===== config.mk =====
export PLATFORM = sky130hd
export DESIGN_NAME = tap_top
export DESIGN_NICKNAME = d
export VERILOG_FILES = /design/src/rtl/jtag_tap_pkg.sv /design/src/rtl/tap_data_path.sv /design/src/rtl/tap_fsm.sv /design/src/rtl/tap_instr_reg.sv /design/src/rtl/tap_shift_reg.sv /design/src/rtl/tap_top.sv
export SDC_FILE = /design/constraint.sdc
export NUM_CORES = 1
export LEC_CHECK = 0
export ABC_AREA = 1
export BUFFER_PORTS_ARGS = -buffer_cell sky130_fd_sc_hd__buf_2
export CELL_PAD_IN_SITES_DETAIL_PLACEMENT = 0
export CELL_PAD_IN_SITES_GLOBAL_PLACEMENT = 1
export CORE_UTILIZATION = 30
export DETAILED_ROUTE_END_ITERATION = 7
export HOLD_SLACK_MARGIN = 0.12
export PLACE_DENSITY_LB_ADDON = 0.1
export RECOVER_POWER = 25
export SLEW_MARGIN = 20
export SYNTH_ARGS = -nofsm -noshare
export SYNTH_HDL_FRONTEND = slang
export SYNTH_SLANG_ARGS = --single-unit

===== constraint.sdc =====
create_clock -name tck_i -period 1.62 [get_ports tck_i]
set_input_delay 0.405 -clock tck_i [delete_from_list [all_inputs] [get_ports tck_i]]
set_output_delay 0.405 -clock tck_i [all_outputs]
set_load 0.01 [all_outputs]

===== src/rtl/jtag_tap_pkg.sv =====
// JTAG TAP shared definitions

package jtag_tap_pkg;

  // Instruction register
  localparam int unsigned IrWidth = 5;

  typedef logic [IrWidth-1:0] ir_t;

  // Supported instruction codes, anything else acts as BYPASS
  typedef enum logic [IrWidth-1:0] {
    InstrIdcode  = 5'b00010,
    InstrMemory  = 5'b00100,  // User chain 1
    InstrFifo    = 5'b00101,  // User chain 2
    InstrConfreg = 5'b00110,  // User chain 3
    InstrBypass  = 5'b11111
  } instr_e;

  // Fixed Capture-IR pattern, LSBs 01 as the standard requires
  localparam ir_t IrCapture = 5'b00101;

  // Device identification
  localparam int unsigned IdcodeWidth = 32;

  typedef logic [IdcodeWidth-1:0] idcode_t;

  // Version 1, part 0, manufacturer 0x6d9
  localparam idcode_t DefaultIdcode = 32'h1000_0db3;

  // TAP controller states, IEEE 1149.1 reference encoding
  typedef enum logic [3:0] {
    TestLogicReset = 4'hF,
    RunTestIdle    = 4'hC,
    SelectDrScan   = 4'h7,
    CaptureDr      = 4'h6,
    ShiftDr        = 4'h2,
    Exit1Dr        = 4'h1,
    PauseDr        = 4'h3,
    Exit2Dr        = 4'h0,
    UpdateDr       = 4'h5,
    SelectIrScan   = 4'h4,
    CaptureIr      = 4'hE,
    ShiftIr        = 4'hA,
    Exit1Ir        = 4'h9,
    PauseIr        = 4'hB,
    Exit2Ir        = 4'h8,
    UpdateIr       = 4'hD
  } tap_state_e;

endpackage


===== src/rtl/tap_data_path.sv =====
// TAP data registers and TDO mux
`timescale 1ns/100ps

module tap_data_path #(
  parameter jtag_tap_pkg::idcode_t IdcodeValue = jtag_tap_pkg::DefaultIdcode
) (
  input  logic tck_i,
  input  logic rst_ni,
  input  logic td_i,            // Serial data from pad
  input  logic shift_ir_i,
  input  logic shift_dr_i,
  input  logic capture_dr_i,
  input  logic exit1_dr_i,
  input  logic idcode_sel_i,
  input  logic memory_sel_i,
  input  logic fifo_sel_i,
  input  logic confreg_sel_i,
  input  logic bypass_sel_i,
  input  logic ir_tdo_i,        // IR serial out
  input  logic memory_tdo_i,    // User chain returns
  input  logic fifo_tdo_i,
  input  logic confreg_tdo_i,
  output logic td_o             // To pad, changes on falling edge
);

  import jtag_tap_pkg::*;

  logic idcode_tdo;
  logic bypass_q;
  logic tdo_d;

  // IDCODE register, reloaded on Capture-DR and on Exit1-DR
  tap_shift_reg #(
    .data_t       (idcode_t),
    .ResetValue   (IdcodeValue),
    .CaptureValue (IdcodeValue)
  ) u_idcode (
    .tck_i     (tck_i),
    .rst_ni    (rst_ni),
    .capture_i (idcode_sel_i & (capture_dr_i | exit1_dr_i)),
    .shift_i   (idcode_sel_i & shift_dr_i),
    .sdi_i     (td_i),
    .data_o    (),              // Serial access only
    .sdo_o     (idcode_tdo)
  );

  // Single-bit BYPASS, captures 0 then follows TDI
  always_ff @(posedge tck_i or negedge rst_ni)
  begin
    if (!rst_ni)
    begin
      bypass_q <= 1'b0;
    end
    else if (capture_dr_i)
    begin
      bypass_q <= 1'b0;
    end
    else if (shift_dr_i)
    begin
      bypass_q <= td_i;
    end
  end

  // Source for the next TDO bit
  always_comb
  begin
    tdo_d = bypass_q;
    if (shift_ir_i)
    begin
      tdo_d = ir_tdo_i;
    end
    else
    begin
      case (1'b1)
        idcode_sel_i:  tdo_d = idcode_tdo;
        memory_sel_i:  tdo_d = memory_tdo_i;
        fifo_sel_i:    tdo_d = fifo_tdo_i;
        confreg_sel_i: tdo_d = confreg_tdo_i;
        bypass_sel_i:  tdo_d = bypass_q;
        default:       tdo_d = bypass_q;
      endcase
    end
  end

  // TDO launches on the falling edge, host samples on the rising edge
  always_ff @(negedge tck_i or negedge rst_ni)
  begin
    if (!rst_ni)
    begin
      td_o <= 1'b0;
    end
    else
    begin
      td_o <= tdo_d;
    end
  end

  // Chain returns and registers must stay driven
  a_tdo_known: assert property (
    @(posedge tck_i) disable iff (!rst_ni)
    !$isunknown(td_o)
  ) else $error("tap_data_path: td_o unknown");

endmodule


===== src/rtl/tap_fsm.sv =====
// TAP state machine
`timescale 1ns/100ps

module tap_fsm (
  input  logic tck_i,
  input  logic rst_ni,
  input  logic tms_i,               // Test mode select from pad
  output logic test_logic_reset_o,
  output logic capture_dr_o,
  output logic shift_dr_o,
  output logic exit1_dr_o,
  output logic update_dr_o,
  output logic capture_ir_o,
  output logic shift_ir_o,
  output logic update_ir_o
);

  import jtag_tap_pkg::*;

  tap_state_e state_q, state_d;

  // Standard 1149.1 transition table
  // Five TMS-high clocks reach Test-Logic-Reset from any state
  always_comb
  begin
    state_d = state_q;
    case (state_q)
      TestLogicReset: state_d = tms_i ? TestLogicReset : RunTestIdle;
      RunTestIdle:    state_d = tms_i ? SelectDrScan   : RunTestIdle;
      SelectDrScan:   state_d = tms_i ? SelectIrScan   : CaptureDr;
      CaptureDr:      state_d = tms_i ? Exit1Dr        : ShiftDr;
      ShiftDr:        state_d = tms_i ? Exit1Dr        : ShiftDr;
      Exit1Dr:        state_d = tms_i ? UpdateDr       : PauseDr;
      PauseDr:        state_d = tms_i ? Exit2Dr        : PauseDr;
      Exit2Dr:        state_d = tms_i ? UpdateDr       : ShiftDr;
      UpdateDr:       state_d = tms_i ? SelectDrScan   : RunTestIdle;
      SelectIrScan:   state_d = tms_i ? TestLogicReset : CaptureIr;
      CaptureIr:      state_d = tms_i ? Exit1Ir        : ShiftIr;
      ShiftIr:        state_d = tms_i ? Exit1Ir        : ShiftIr;
      Exit1Ir:        state_d = tms_i ? UpdateIr       : PauseIr;
      PauseIr:        state_d = tms_i ? Exit2Ir        : PauseIr;
      Exit2Ir:        state_d = tms_i ? UpdateIr       : ShiftIr;
      UpdateIr:       state_d = tms_i ? SelectDrScan   : RunTestIdle;
      default:        state_d = TestLogicReset;  // Unreachable codes recover
    endcase
  end

  // State register resets into Test-Logic-Reset
  always_ff @(posedge tck_i or negedge rst_ni)
  begin
    if (!rst_ni)
    begin
      state_q <= TestLogicReset;
    end
    else
    begin
      state_q <= state_d;
    end
  end

  // Strobes follow the current state exactly
  assign test_logic_reset_o = (state_q == TestLogicReset);
  assign capture_dr_o       = (state_q == CaptureDr);
  assign shift_dr_o         = (state_q == ShiftDr);
  assign exit1_dr_o         = (state_q == Exit1Dr);
  assign update_dr_o        = (state_q == UpdateDr);
  assign capture_ir_o       = (state_q == CaptureIr);
  assign shift_ir_o         = (state_q == ShiftIr);
  assign update_ir_o        = (state_q == UpdateIr);

  // DR strobes seen by the user chains never overlap
  a_dr_strobes_excl: assert property (
    @(posedge tck_i) disable iff (!rst_ni)
    $onehot0({capture_dr_o, shift_dr_o, update_dr_o})
  ) else $error("tap_fsm: DR strobes overlap in state %s", state_q.name());

endmodule


===== src/rtl/tap_instr_reg.sv =====
// JTAG instruction register and decode
`timescale 1ns/100ps

module tap_instr_reg (
  input  logic              tck_i,
  input  logic              rst_ni,
  input  logic              td_i,                // Serial data from pad
  input  logic              capture_ir_i,
  input  logic              shift_ir_i,
  input  logic              update_ir_i,
  input  logic              test_logic_reset_i,
  output jtag_tap_pkg::ir_t instr_o,             // Active instruction
  output logic              idcode_sel_o,
  output logic              memory_sel_o,
  output logic              fifo_sel_o,
  output logic              confreg_sel_o,
  output logic              bypass_sel_o,
  output logic              ir_tdo_o             // IR serial out
);

  import jtag_tap_pkg::*;

  ir_t ir_shift;  // Shift stage contents
  ir_t instr_q;   // Latched instruction

  // Shift stage, captures fixed pattern for fault detection
  tap_shift_reg #(
    .data_t       (ir_t),
    .ResetValue   ('0),
    .CaptureValue (IrCapture)
  ) u_ir_shift (
    .tck_i     (tck_i),
    .rst_ni    (rst_ni),
    .capture_i (capture_ir_i),
    .shift_i   (shift_ir_i),
    .sdi_i     (td_i),
    .data_o    (ir_shift),
    .sdo_o     (ir_tdo_o)
  );

  // Update stage, IDCODE active after any reset
  always_ff @(posedge tck_i or negedge rst_ni)
  begin
    if (!rst_ni)
    begin
      instr_q <= InstrIdcode;
    end
    else if (test_logic_reset_i)
    begin
      instr_q <= InstrIdcode;  // Held while in Test-Logic-Reset
    end
    else if (update_ir_i)
    begin
      instr_q <= ir_shift;
    end
  end

  assign instr_o = instr_q;

  // Data register select, exactly one active
  always_comb
  begin
    idcode_sel_o  = 1'b0;
    memory_sel_o  = 1'b0;
    fifo_sel_o    = 1'b0;
    confreg_sel_o = 1'b0;
    bypass_sel_o  = 1'b0;
    case (instr_q)
      InstrIdcode:  idcode_sel_o  = 1'b1;
      InstrMemory:  memory_sel_o  = 1'b1;
      InstrFifo:    fifo_sel_o    = 1'b1;
      InstrConfreg: confreg_sel_o = 1'b1;
      InstrBypass:  bypass_sel_o  = 1'b1;
      default:      bypass_sel_o  = 1'b1;  // Undefined codes
    endcase
  end

  // TDO mux in the data path relies on this
  a_sel_onehot: assert property (
    @(posedge tck_i) disable iff (!rst_ni)
    $onehot({idcode_sel_o, memory_sel_o, fifo_sel_o, confreg_sel_o, bypass_sel_o})
  ) else $error("tap_instr_reg: selects not one-hot for code %b", instr_q);

endmodule


===== src/rtl/tap_shift_reg.sv =====
// TAP capture and shift register
`timescale 1ns/100ps

module tap_shift_reg #(
  parameter type   data_t       = logic [7:0],  // Packed payload
  parameter data_t ResetValue   = '0,
  parameter data_t CaptureValue = '0            // Parallel load on capture
) (
  input  logic  tck_i,
  input  logic  rst_ni,
  input  logic  capture_i,  // Parallel load strobe
  input  logic  shift_i,    // Serial shift strobe
  input  logic  sdi_i,      // Serial in, enters MSB
  output data_t data_o,
  output logic  sdo_o       // Serial out, LSB first
);

  localparam int unsigned Width = $bits(data_t);

  logic [Width-1:0] data_q;

  // Capture wins over shift, strobes are exclusive anyway
  always_ff @(posedge tck_i or negedge rst_ni)
  begin
    if (!rst_ni)
    begin
      data_q <= ResetValue;
    end
    else if (capture_i)
    begin
      data_q <= CaptureValue;
    end
    else if (shift_i)
    begin
      data_q <= {sdi_i, data_q[Width-1:1]};  // Shift right toward TDO
    end
  end

  assign data_o = data_t'(data_q);
  assign sdo_o  = data_q[0];

  // Callers decode both strobes from one TAP state
  a_capture_shift_excl: assert property (
    @(posedge tck_i) disable iff (!rst_ni)
    !(capture_i && shift_i)
  ) else $error("tap_shift_reg: capture and shift high together");

endmodule


===== src/rtl/tap_top.sv =====
// JTAG TAP controller top
`timescale 1ns/100ps

module tap_top #(
  parameter jtag_tap_pkg::idcode_t IdcodeValue = jtag_tap_pkg::DefaultIdcode
) (
  input  logic tck_i,          // Test clock pad
  input  logic rst_ni,         // Test reset pad
  input  logic tms_i,          // Test mode select pad
  input  logic td_i,           // Test data in pad
  output logic td_o,           // Test data out pad
  output logic scan_in_o,      // Serial data to user chains
  output logic shift_dr_o,     // TAP strobes for user chains
  output logic capture_dr_o,
  output logic update_dr_o,
  output logic memory_sel_o,   // User chain selects
  output logic fifo_sel_o,
  output logic confreg_sel_o,
  input  logic memory_out_i,   // User chain returns
  input  logic fifo_out_i,
  input  logic confreg_out_i
);

  logic test_logic_reset;
  logic exit1_dr;
  logic capture_ir;
  logic shift_ir;
  logic update_ir;
  logic idcode_sel;
  logic bypass_sel;
  logic ir_tdo;

  // User chains see TDI directly
  assign scan_in_o = td_i;

  tap_fsm u_fsm (
    .tck_i              (tck_i),
    .rst_ni             (rst_ni),
    .tms_i              (tms_i),
    .test_logic_reset_o (test_logic_reset),
    .capture_dr_o       (capture_dr_o),
    .shift_dr_o         (shift_dr_o),
    .exit1_dr_o         (exit1_dr),
    .update_dr_o        (update_dr_o),
    .capture_ir_o       (capture_ir),
    .shift_ir_o         (shift_ir),
    .update_ir_o        (update_ir)
  );

  tap_instr_reg u_instr_reg (
    .tck_i              (tck_i),
    .rst_ni             (rst_ni),
    .td_i               (td_i),
    .capture_ir_i       (capture_ir),
    .shift_ir_i         (shift_ir),
    .update_ir_i        (update_ir),
    .test_logic_reset_i (test_logic_reset),
    .instr_o            (),           // Decoded selects used instead
    .idcode_sel_o       (idcode_sel),
    .memory_sel_o       (memory_sel_o),
    .fifo_sel_o         (fifo_sel_o),
    .confreg_sel_o      (confreg_sel_o),
    .bypass_sel_o       (bypass_sel),
    .ir_tdo_o           (ir_tdo)
  );

  tap_data_path #(
    .IdcodeValue (IdcodeValue)
  ) u_data_path (
    .tck_i         (tck_i),
    .rst_ni        (rst_ni),
    .td_i          (td_i),
    .shift_ir_i    (shift_ir),
    .shift_dr_i    (shift_dr_o),
    .capture_dr_i  (capture_dr_o),
    .exit1_dr_i    (exit1_dr),
    .idcode_sel_i  (idcode_sel),
    .memory_sel_i  (memory_sel_o),
    .fifo_sel_i    (fifo_sel_o),
    .confreg_sel_i (confreg_sel_o),
    .bypass_sel_i  (bypass_sel),
    .ir_tdo_i      (ir_tdo),
    .memory_tdo_i  (memory_out_i),
    .fifo_tdo_i    (fifo_out_i),
    .confreg_tdo_i (confreg_out_i),
    .td_o          (td_o)
  );

endmodule


==> results of run 1 <==
synth_stat cells, types with 2 or more instances:
library cell	n
a22oi_1	3
buf_2	2
o21ai_0	6
nand3_1	8
nor2_1	25
nand2_2	2
o22ai_1	5
dfrtp_1	33
buf_6	3
a21oi_1	4
buf_4	3
inv_1	23
dfstp_2	14
nand4_1	3
inv_2	6
nand2_1	81
nor2_2	4
o21ai_1	4
nor3_1	7
sequential cells by signal, indices dropped and copies added (netlist names):
signal                         flops
u_instr_reg.u_ir_shift.data_o      5
u_data_path.u_idcode.data_o       32
u_data_path.td_o                   1
u_instr_reg.instr_o                5
u_fsm.state_q                      4
u_data_path.bypass_q               1
metrics by stage:
stage	utilization [%]	total power, µW	worst slack (ps)
after global routing	46.8	6760	-529
final	46.8	6270	-456
after detailed placement	37.3	4220	-491
after global placement	37.3	4210	-459
after CTS	44.9	6020	-464
after floorplan	-	3340	-431
final timing paths:
path	end	depth (start not counted)	slack, ps
min in group asynchronous	u_data_path.u_idcode.data_o[22]$_DFFE_PN0P_	2	620
max reg2reg	u_data_path.td_o$_DFF_NN0_	8	-460
max in group asynchronous	u_instr_reg.u_ir_shift.data_o[3]$_DFFE_PN0N_	2	270
min	u_data_path.u_idcode.data_o[31]$_DFFE_PN0P_	3	370
max	u_data_path.td_o$_DFF_NN0_	8	-460
min reg2reg	u_data_path.u_idcode.data_o[30]$_DFFE_PN0P_	2	470
layer usage:
layer  vias up  wire [µm]
li1        907          -
met1       858       2350
met2        13       2320
met3         6        122
met4         0         72
met5         -          0
final cells by class:
cell class | instances | area [µm²]
Clock buffer | 6 | 82.6
Clock inverter | 2 | 38.8
Fill cell | 706 | 3630
Inverter | 30 | 133
Multi-Input combinational cell | 160 | 898
Sequential cell | 48 | 1220
Tap cell | 96 | 120
Timing Repair Buffer | 70 | 708
logic make-up after synthesis:
kind of cell	count (synthesis)	synth area share, %
flip-flops	48	57.0
buffers and inverters	38	8.49
AND/OR/NAND/NOR	134	26.8
AO/OA/AOI/OAI	26	7.67
worst max-delay path: cells and delay by family (launching register included):
family | cells | cell delay (ps)
flops | 1 | 550
buf+inv | 2 | 160
simple gates | 6 | 410
report_power, final:
part	total, µW	switching (µW)	internal, µW
registers	2020	262	1760
logic	3320	1600	1730
clock network	927	422	505
repair_timing:
action                                 4_1_cts  5_1_grt
pin swaps                                    9       10
setup endpoints to repair                   24       42
gates resized for setup                     47       30
buffers inserted                            17        6
gates cloned                                 3        0
endpoints found under the hold margin        0        0
==> results.toml, run 1 <==
[floorplanning]
coreArea_mm2 = 0.00683
dieArea_mm2 = 0.00746
die_w_um = 86.4
rows = 30
start_util_pct = 31.3
die_h_um = 86.4
ios = 15

[critical_path]
worstSetupStartpoint = "u_instr_reg.instr_o[1]$_DFFE_PN1P_"
crit_top_cell = "nand2_1"
start_kind = "flip-flop"
cp_max_fo = 4
cp.required_ps = 970
crit_arrival_ps = 1420
critPathMaxStageDelay_ps = 550
slowest_stage = "dfstp_2"
cp_cell_sequence = "inv_4, buf_4, nand4_1, nand3_1, nand2_1, nand2_1, nand2_1, nand2_1"
crit_type = "flip-flop to flip-flop"
regToRegStartpoint = "u_instr_reg.instr_o[1]$_DFFE_PN1P_"
end_kind = "flip-flop"

[sta]
setup_tns_ps = -4590
slew_headroom_pct = 20.6
slew_viol_final = 0
setup_slack_ps = -456
whs_ps = 369
finClkSkew_ps = 8.54
grt_setup_unrepaired = "yes"
finalSetupViolations = 35
final_hold_viol_count = 0
tightest_slew_ps = 1190

[synth]
ys_types = 29
ys.flop_type = "dfrtp_1"
synth_edf_count = 0
synth.top_cell.area_share_pct = 38.6
netlist_area_mm2 = 0.00214
synth_area_leaders = "dfrtp_1, dfstp_2, nand2_1, nor2_1, inv_1"
synth_seq_cells = 48
yosysSeqAreaShare_pct = 57.0
syn_area_per_cell_um2 = 8.69
synth.net_count = 253
yosys_warnings = 0
yosys.area.top_type = "dfrtp_1"
synth_cells = 246
async_reset_ff_share_pct = 100

[min_path]
worstHoldStart = "td_i"
holdCritPathClass = "input pin to flip-flop"

[placed_design]
placed_area_mm2 = 0.00255
dp_hpwl_mm = 3.06
placed_cells = 382
place_congestion = 0.740
io_buffers = 14

[pwr]
vdd_ir_drop_max_uv = 785
power_leakage_uw = 0.00160
cellPowerDensity_mw_per_mm2 = 1960

[grt]
grt_pass1_wl_mm = 8.70
grt_pass1_vias = 1870
grt_use_total_pct = 15.1
antenna_found_initial = 0
grt_overflow_total = 0
grt_busiest_layer = "met2"
use_met1_pct = 20.3
grt_max_degree = 48
grtUsageMet3_pct = 3.24
grt_util_met2_pct = 24.2

[routing]
drtAntennaViolNets = 0
vias = 1784
firstDrtPassIters = 4
routed_wl_mm = 4.86
drt-initial-drc-count = 61
via_per_inst = 4.33
drc_errors = 0
wl_per_cell_um = 11.8

[status]
violations = "negative setup slack"
status = "finished, violations left"

[clock_network]
clock_latency_ps = 300
cts_htree_levels = 2
clockRootBuffer = "clkbuf_8"
cts.path.max_buffers = 2
cts_buffers = 5
clock_sink_count = 48
cts_tree = "yes"
hold_buffers = 0
clk_pin_slew_ps = 90

[finish]
nNetsFinal = 322
syn_to_final_growth_pct = 49.7
layout_common_cells = "nand2_1, dfrtp_1, buf_4"
fin_cells = 412
diodes = 0
final_common_cell = "nand2_1"
design_area_mm2 = 0.00320
drive_above_1_share_pct = 42.4

[run]
drv_cap = 0
Power figures use the tool's default switching activity.
==> run 2: changes to the inputs <==
- CORE_ASPECT_RATIO: default -> 1.1
- CORE_UTILIZATION: 30 -> 45
==> run 2 against run 1 <==
Net effect: clock skew fell by 4.1 ps; core utilization up 22 points; highest routed layer unchanged; via count decreased by 0.22%; critical path depth stayed put; largest power group unchanged; the flow still finishes with violations (negative setup slack).
==> results.toml, run 2 (synthesized netlist as in run 1, its figures left out) <==
[finish]
largest_register_ffs = 32
final_common_cell = "nand2_1"
syn_to_final_growth_pct = 42.2
diodes = 0
design_area_mm2 = 0.00304
layout_common_cells = "nand2_1, buf_4, dfrtp_1"
fin_cells = 370
regArea_mm2 = 0.00122
fill_cells = 359
multi_input_area_um2 = 863
drive_above_1_share_pct = 41.5
nNetsFinal = 322

[critical_path]
worstSetupStartpoint = "u_instr_reg.instr_o[1]$_DFFE_PN1P_"
crit_type = "flip-flop to flip-flop"
start_kind = "flip-flop"
cp.required_ps = 970
cp_max_fo = 4
end_kind = "flip-flop"
regToRegStartpoint = "u_instr_reg.instr_o[1]$_DFFE_PN1P_"
crit_arrival_ps = 1410

[sta]
finClkSkew_ps = 4.43
slew_viol_final = 0
setup_tns_ps = -3950
slew_headroom_pct = 22.8
grt_setup_unrepaired = "yes"
final_hold_viol_count = 0
finalSetupViolations = 31
tightest_slew_ps = 1160
setup_slack_ps = -441

[floorplanning]
rows = 25
die_w_um = 67.7
coreArea_mm2 = 0.00444
start_util_pct = 48.1
die_h_um = 74.3
dieArea_mm2 = 0.00503
ios = 15

[routing]
via_per_inst = 4.81
drt-initial-drc-count = 93
vias = 1780
drtAntennaViolNets = 0
wl_per_cell_um = 12.0
drc_errors = 0
firstDrtPassIters = 4
routed_wl_mm = 4.45

[grt]
grt_pass1_wl_mm = 7.42
grt_max_degree = 48
grt_pass1_vias = 1640
grt_overflow_total = 0
grt_use_total_pct = 20.2
antenna_found_initial = 0

[clock_network]
clock_latency_ps = 300
cts_htree_levels = 2
cts_buffers = 5
cts_tree = "yes"
clock_sink_count = 48
hold_buffers = 0
cts.path.max_buffers = 2
clk_pin_slew_ps = 90
clockRootBuffer = "clkbuf_8"

[status]
status = "finished, violations left"
violations = "negative setup slack"

[min_path]
holdCritPathClass = "input pin to flip-flop"
worstHoldStart = "td_i"

[pwr]
p_clk_share_pct = 12.7
power_uw = 5930
swShare_pct = 36.5
vdd_ir_drop_max_uv = 945
pwr-share-comb_pct = 53.6
switching_power_uw = 2170
cellPowerDensity_mw_per_mm2 = 1950
seqPwrFrac_pct = 33.8
power_leakage_uw = 0.00158
internal-power_uw = 3760

[placed_design]
placed_cells = 341
place_congestion = 0.770
dp_hpwl_mm = 2.72
io_buffers = 14
placed_area_mm2 = 0.00252

[run]
drv_cap = 0
[run 2: cell types whose count changed in the layout (fill, tap and decap cells not counted), moves of 2 or more]
cell     change
buf_4        +6
buf_12       +2
buf_6        -6
a21oi_2      +2
nor3_4       -3
buf_16       -2
nand2_2      -4
nor3_2       +3
a21oi_1      -2
nand2_1      +4
[run 2: layer usage]
metal | up-vias | track usage (%) | routed length, µm
met3 | 6 | 4.60 | 134
met1 | 834 | 28.7 | 2150
met5 | - | 0 | 0
li1 | 913 | - | -
met4 | 0 | 6.38 | 57
met2 | 27 | 30.5 | 2110
[run 2: final timing paths]
check	endpoint	slack [ps]	cells past startpoint
worst max register to register	u_data_path.td_o$_DFF_NN0_	-440	8
worst min-delay path	u_data_path.u_idcode.data_o[31]$_DFFE_PN0P_	360	3
worst min register to register	u_data_path.u_idcode.data_o[13]$_DFFE_PN0P_	470	2
min in group asynchronous	u_instr_reg.instr_o[2]$_DFFE_PN0P_	500	2
max in group asynchronous	u_data_path.u_idcode.data_o[15]$_DFFE_PN0P_	420	2
worst max-delay path	u_data_path.td_o$_DFF_NN0_	-440	8
[run 2: power by group through the flow]
stage	sequential (µW)	combinational, µW	clock [µW]
global route	2060	3470	834
global placement	1970	2240	0
CTS	1990	2850	791
detailed placement	1980	2260	0
finish	2000	3180	750
floorplan	1970	1380	0
[run 2: per-stage QoR]
| stage | utilization, % | hold WS (ps) | setup WS [ps] |
|---|---|---|---|
| after floorplan | - | 109 | -431 |
| after global placement | 56.6 | 452 | -442 |
| after detailed placement | 56.6 | 452 | -468 |
| after CTS | 65.2 | 248 | -453 |
| after global routing | 68.4 | 379 | -503 |
| final | 68.4 | 360 | -441 |
[run 2: cell type report]
cell class                 instances  area share (%)
inverter                          30            4.03
tap                               54            2.22
multi-input combinational        160            28.4
clock inverter                     2           0.453
timing repair buffer              70            22.1
clock buffer                       6            2.72
sequential                        48            40.1
[run 2: what timing repair did]
action | 4_1_cts | 5_1_grt
cloned | 1 | 0
setup endpoints to repair | 26 | 40
gates resized for setup | 34 | 24
setup buffers | 11 | 11
pin swaps | 6 | 12
[run 2: worst max-delay path: stages (launching register included)]
cell	delay, ps
dfstp_2	550
inv_4	50
buf_4	120
nand4_1	100
nand3_1	90
nand2_1	60
nand2_1	40
nand2_1	50
nand2_1	40
==> run 3: changes to the inputs <==
- CORE_ASPECT_RATIO: 1.1 -> default
- SKIP_LAST_GASP: default -> 1
==> run 3 against run 2 <==
Net effect: the flow still finishes with violations (negative setup slack); combinational power up 6.3%; routed wire length up 5.8%; register-to-register slack about the same; total power up 7.0%; core utilization up 3.7 points; clock skew up 4.9 ps; non-clock buffer count down 3; setup slack worse by 1.7 ps; critical path type unchanged; largest power group unchanged.
==> results.toml, run 3 (synthesized netlist as in run 1, its figures left out) <==
[status]
status = "finished, violations left"
violations = "negative setup slack"

[placed_design]
dp_hpwl_mm = 2.74
pre_cts_ws_ps = -469
place_congestion = 0.800
placed_cells = 338
placed_area_mm2 = 0.00248
io_buffers = 14

[routing]
via_per_inst = 4.89
routed_wl_mm = 4.70
firstDrtPassIters = 6
vias = 1791
drt-initial-drc-count = 74
drtAntennaViolNets = 0
wl_per_cell_um = 12.8
drc_errors = 0

[sta]
finalSetupViolations = 38
setup_slack_ps = -443
final_hold_viol_count = 0
tightest_slew_ps = 1170
slew_headroom_pct = 22.2
slew_viol_final = 0
grt_setup_unrepaired = "yes"
finClkSkew_ps = 9.33

[floorplanning]
coreArea_mm2 = 0.00444
dieArea_mm2 = 0.00503
rows = 24
die_h_um = 70.9
die_w_um = 70.9
ios = 15
start_util_pct = 48.1

[pwr]
cellPowerDensity_mw_per_mm2 = 1980
vdd_ir_drop_max_uv = 1210
power_leakage_uw = 0.00169

[finish]
fin_cells = 366
post-route-util_pct = 72.2
final_common_cell = "nand2_1"
largest_register_ffs = 32
syn_to_final_growth_pct = 50.1
fill_cells = 325
nNetsFinal = 320
diodes = 0
multi_input_area_mm2 = 0.00104
layout_common_cells = "nand2_1, dfrtp_1, buf_4"
regArea_mm2 = 0.00122
drive_above_1_share_pct = 50.0
design_area_mm2 = 0.00321

[clock_network]
clock_latency_ps = 310
clock_sink_count = 48
hold_buffers = 0
cts_buffers = 5
clockRootBuffer = "clkbuf_8"
cts_htree_levels = 2
cts.path.max_buffers = 2
cts_tree = "yes"
clk_pin_slew_ps = 90

[run]
drv_cap = 0

[critical_path]
cp_max_fo = 4
cp.required_ps = 980
start_kind = "flip-flop"
end_kind = "flip-flop"
reg2reg_depth = 8
crit_type = "flip-flop to flip-flop"
crit_arrival_ps = 1420

[min_path]
holdCritPathClass = "input pin to flip-flop"
holdPathStages = 3

[grt]
antenna_found_initial = 0
grt_max_degree = 48
grt_use_total_pct = 20.0
grt_pass1_vias = 1679
grt_overflow_total = 0
grt_pass1_wl_mm = 7.72
## run 3: worst paths after layout
path / startpoint / endpoint / slack, ps
min in group asynchronous: rst_ni / u_instr_reg.instr_o[2]$_DFFE_PN0P_ / 480
max in group asynchronous: rst_ni / u_data_path.u_idcode.data_o[27]$_DFFE_PN0P_ / 430
max reg2reg: u_instr_reg.instr_o[1]$_DFFE_PN1P_ / u_data_path.td_o$_DFF_NN0_ / -440
min: td_i / u_data_path.u_idcode.data_o[31]$_DFFE_PN0P_ / 370
min reg2reg: u_data_path.u_idcode.data_o[31]$_DFFE_PN0P_ / u_data_path.u_idcode.data_o[31]$_DFFE_PN0P_ / 480
max: u_instr_reg.instr_o[1]$_DFFE_PN1P_ / u_data_path.td_o$_DFF_NN0_ / -440
## run 3: worst max-delay path, stage by stage, from the launching register on
cell and delay (ps):
dfstp_2 550, inv_4 50, nor2_4 100, and3_4 190
nand2_1 50, nand2_1 50, inv_1 30, nand2_1 50
nand2_1 40
## run 3: stage by stage
stage / hold WS [ps] / setup TNS [ps] / power (µW)
floorplan: 109 / -438 / 3340
global placement: 450 / -1330 / 4130
detailed placement: 454 / -1170 / 4160
CTS: 245 / -4050 / 5770
global route: 365 / -7530 / 6760
finish: 366 / -5170 / 6340
## run 3: layer usage
| layer | share of wire (%) | track usage, % | vias up | routed length, µm |
|---|---|---|---|---|
| li1 | - | - | 904 | - |
| met1 | 48 | 27.9 | 850 | 2250 |
| met2 | 47 | 30.4 | 29 | 2230 |
| met3 | 2.9 | 4.27 | 8 | 135 |
| met4 | 1.9 | 8.67 | 0 | 87 |
| met5 | 0 | 0 | - | 0 |
## run 3: layout make-up
| type | count | area share, % |
|---|---|---|
| clock buffer | 5 | 2.15 |
| timing repair buffer | 67 | 19.5 |
| clock inverter | 3 | 1.44 |
| multi-input combinational | 160 | 32.5 |
| timing repair inverter | 1 | 0.273 |
| tap | 52 | 2.03 |
| inverter | 30 | 4.14 |
| sequential | 48 | 38.0 |
## run 3: what timing repair did
| action | 4_1_cts | 5_1_grt |
|---|---|---|
| pin swaps | 10 | 18 |
| gates resized for setup | 35 | 81 |
| setup buffers | 16 | 6 |
| setup endpoints to repair | 30 | 41 |
| endpoints found under the hold margin | 0 | 0 |
| cloned | 1 | 1 |
## run 3: power by group
part / internal, µW / leakage (µW) / switching (µW)
clock: 465 / 0.0000548 / 423
combinational: 1690 / 0.00103 / 1700
sequential: 1760 / 0.000597 / 310
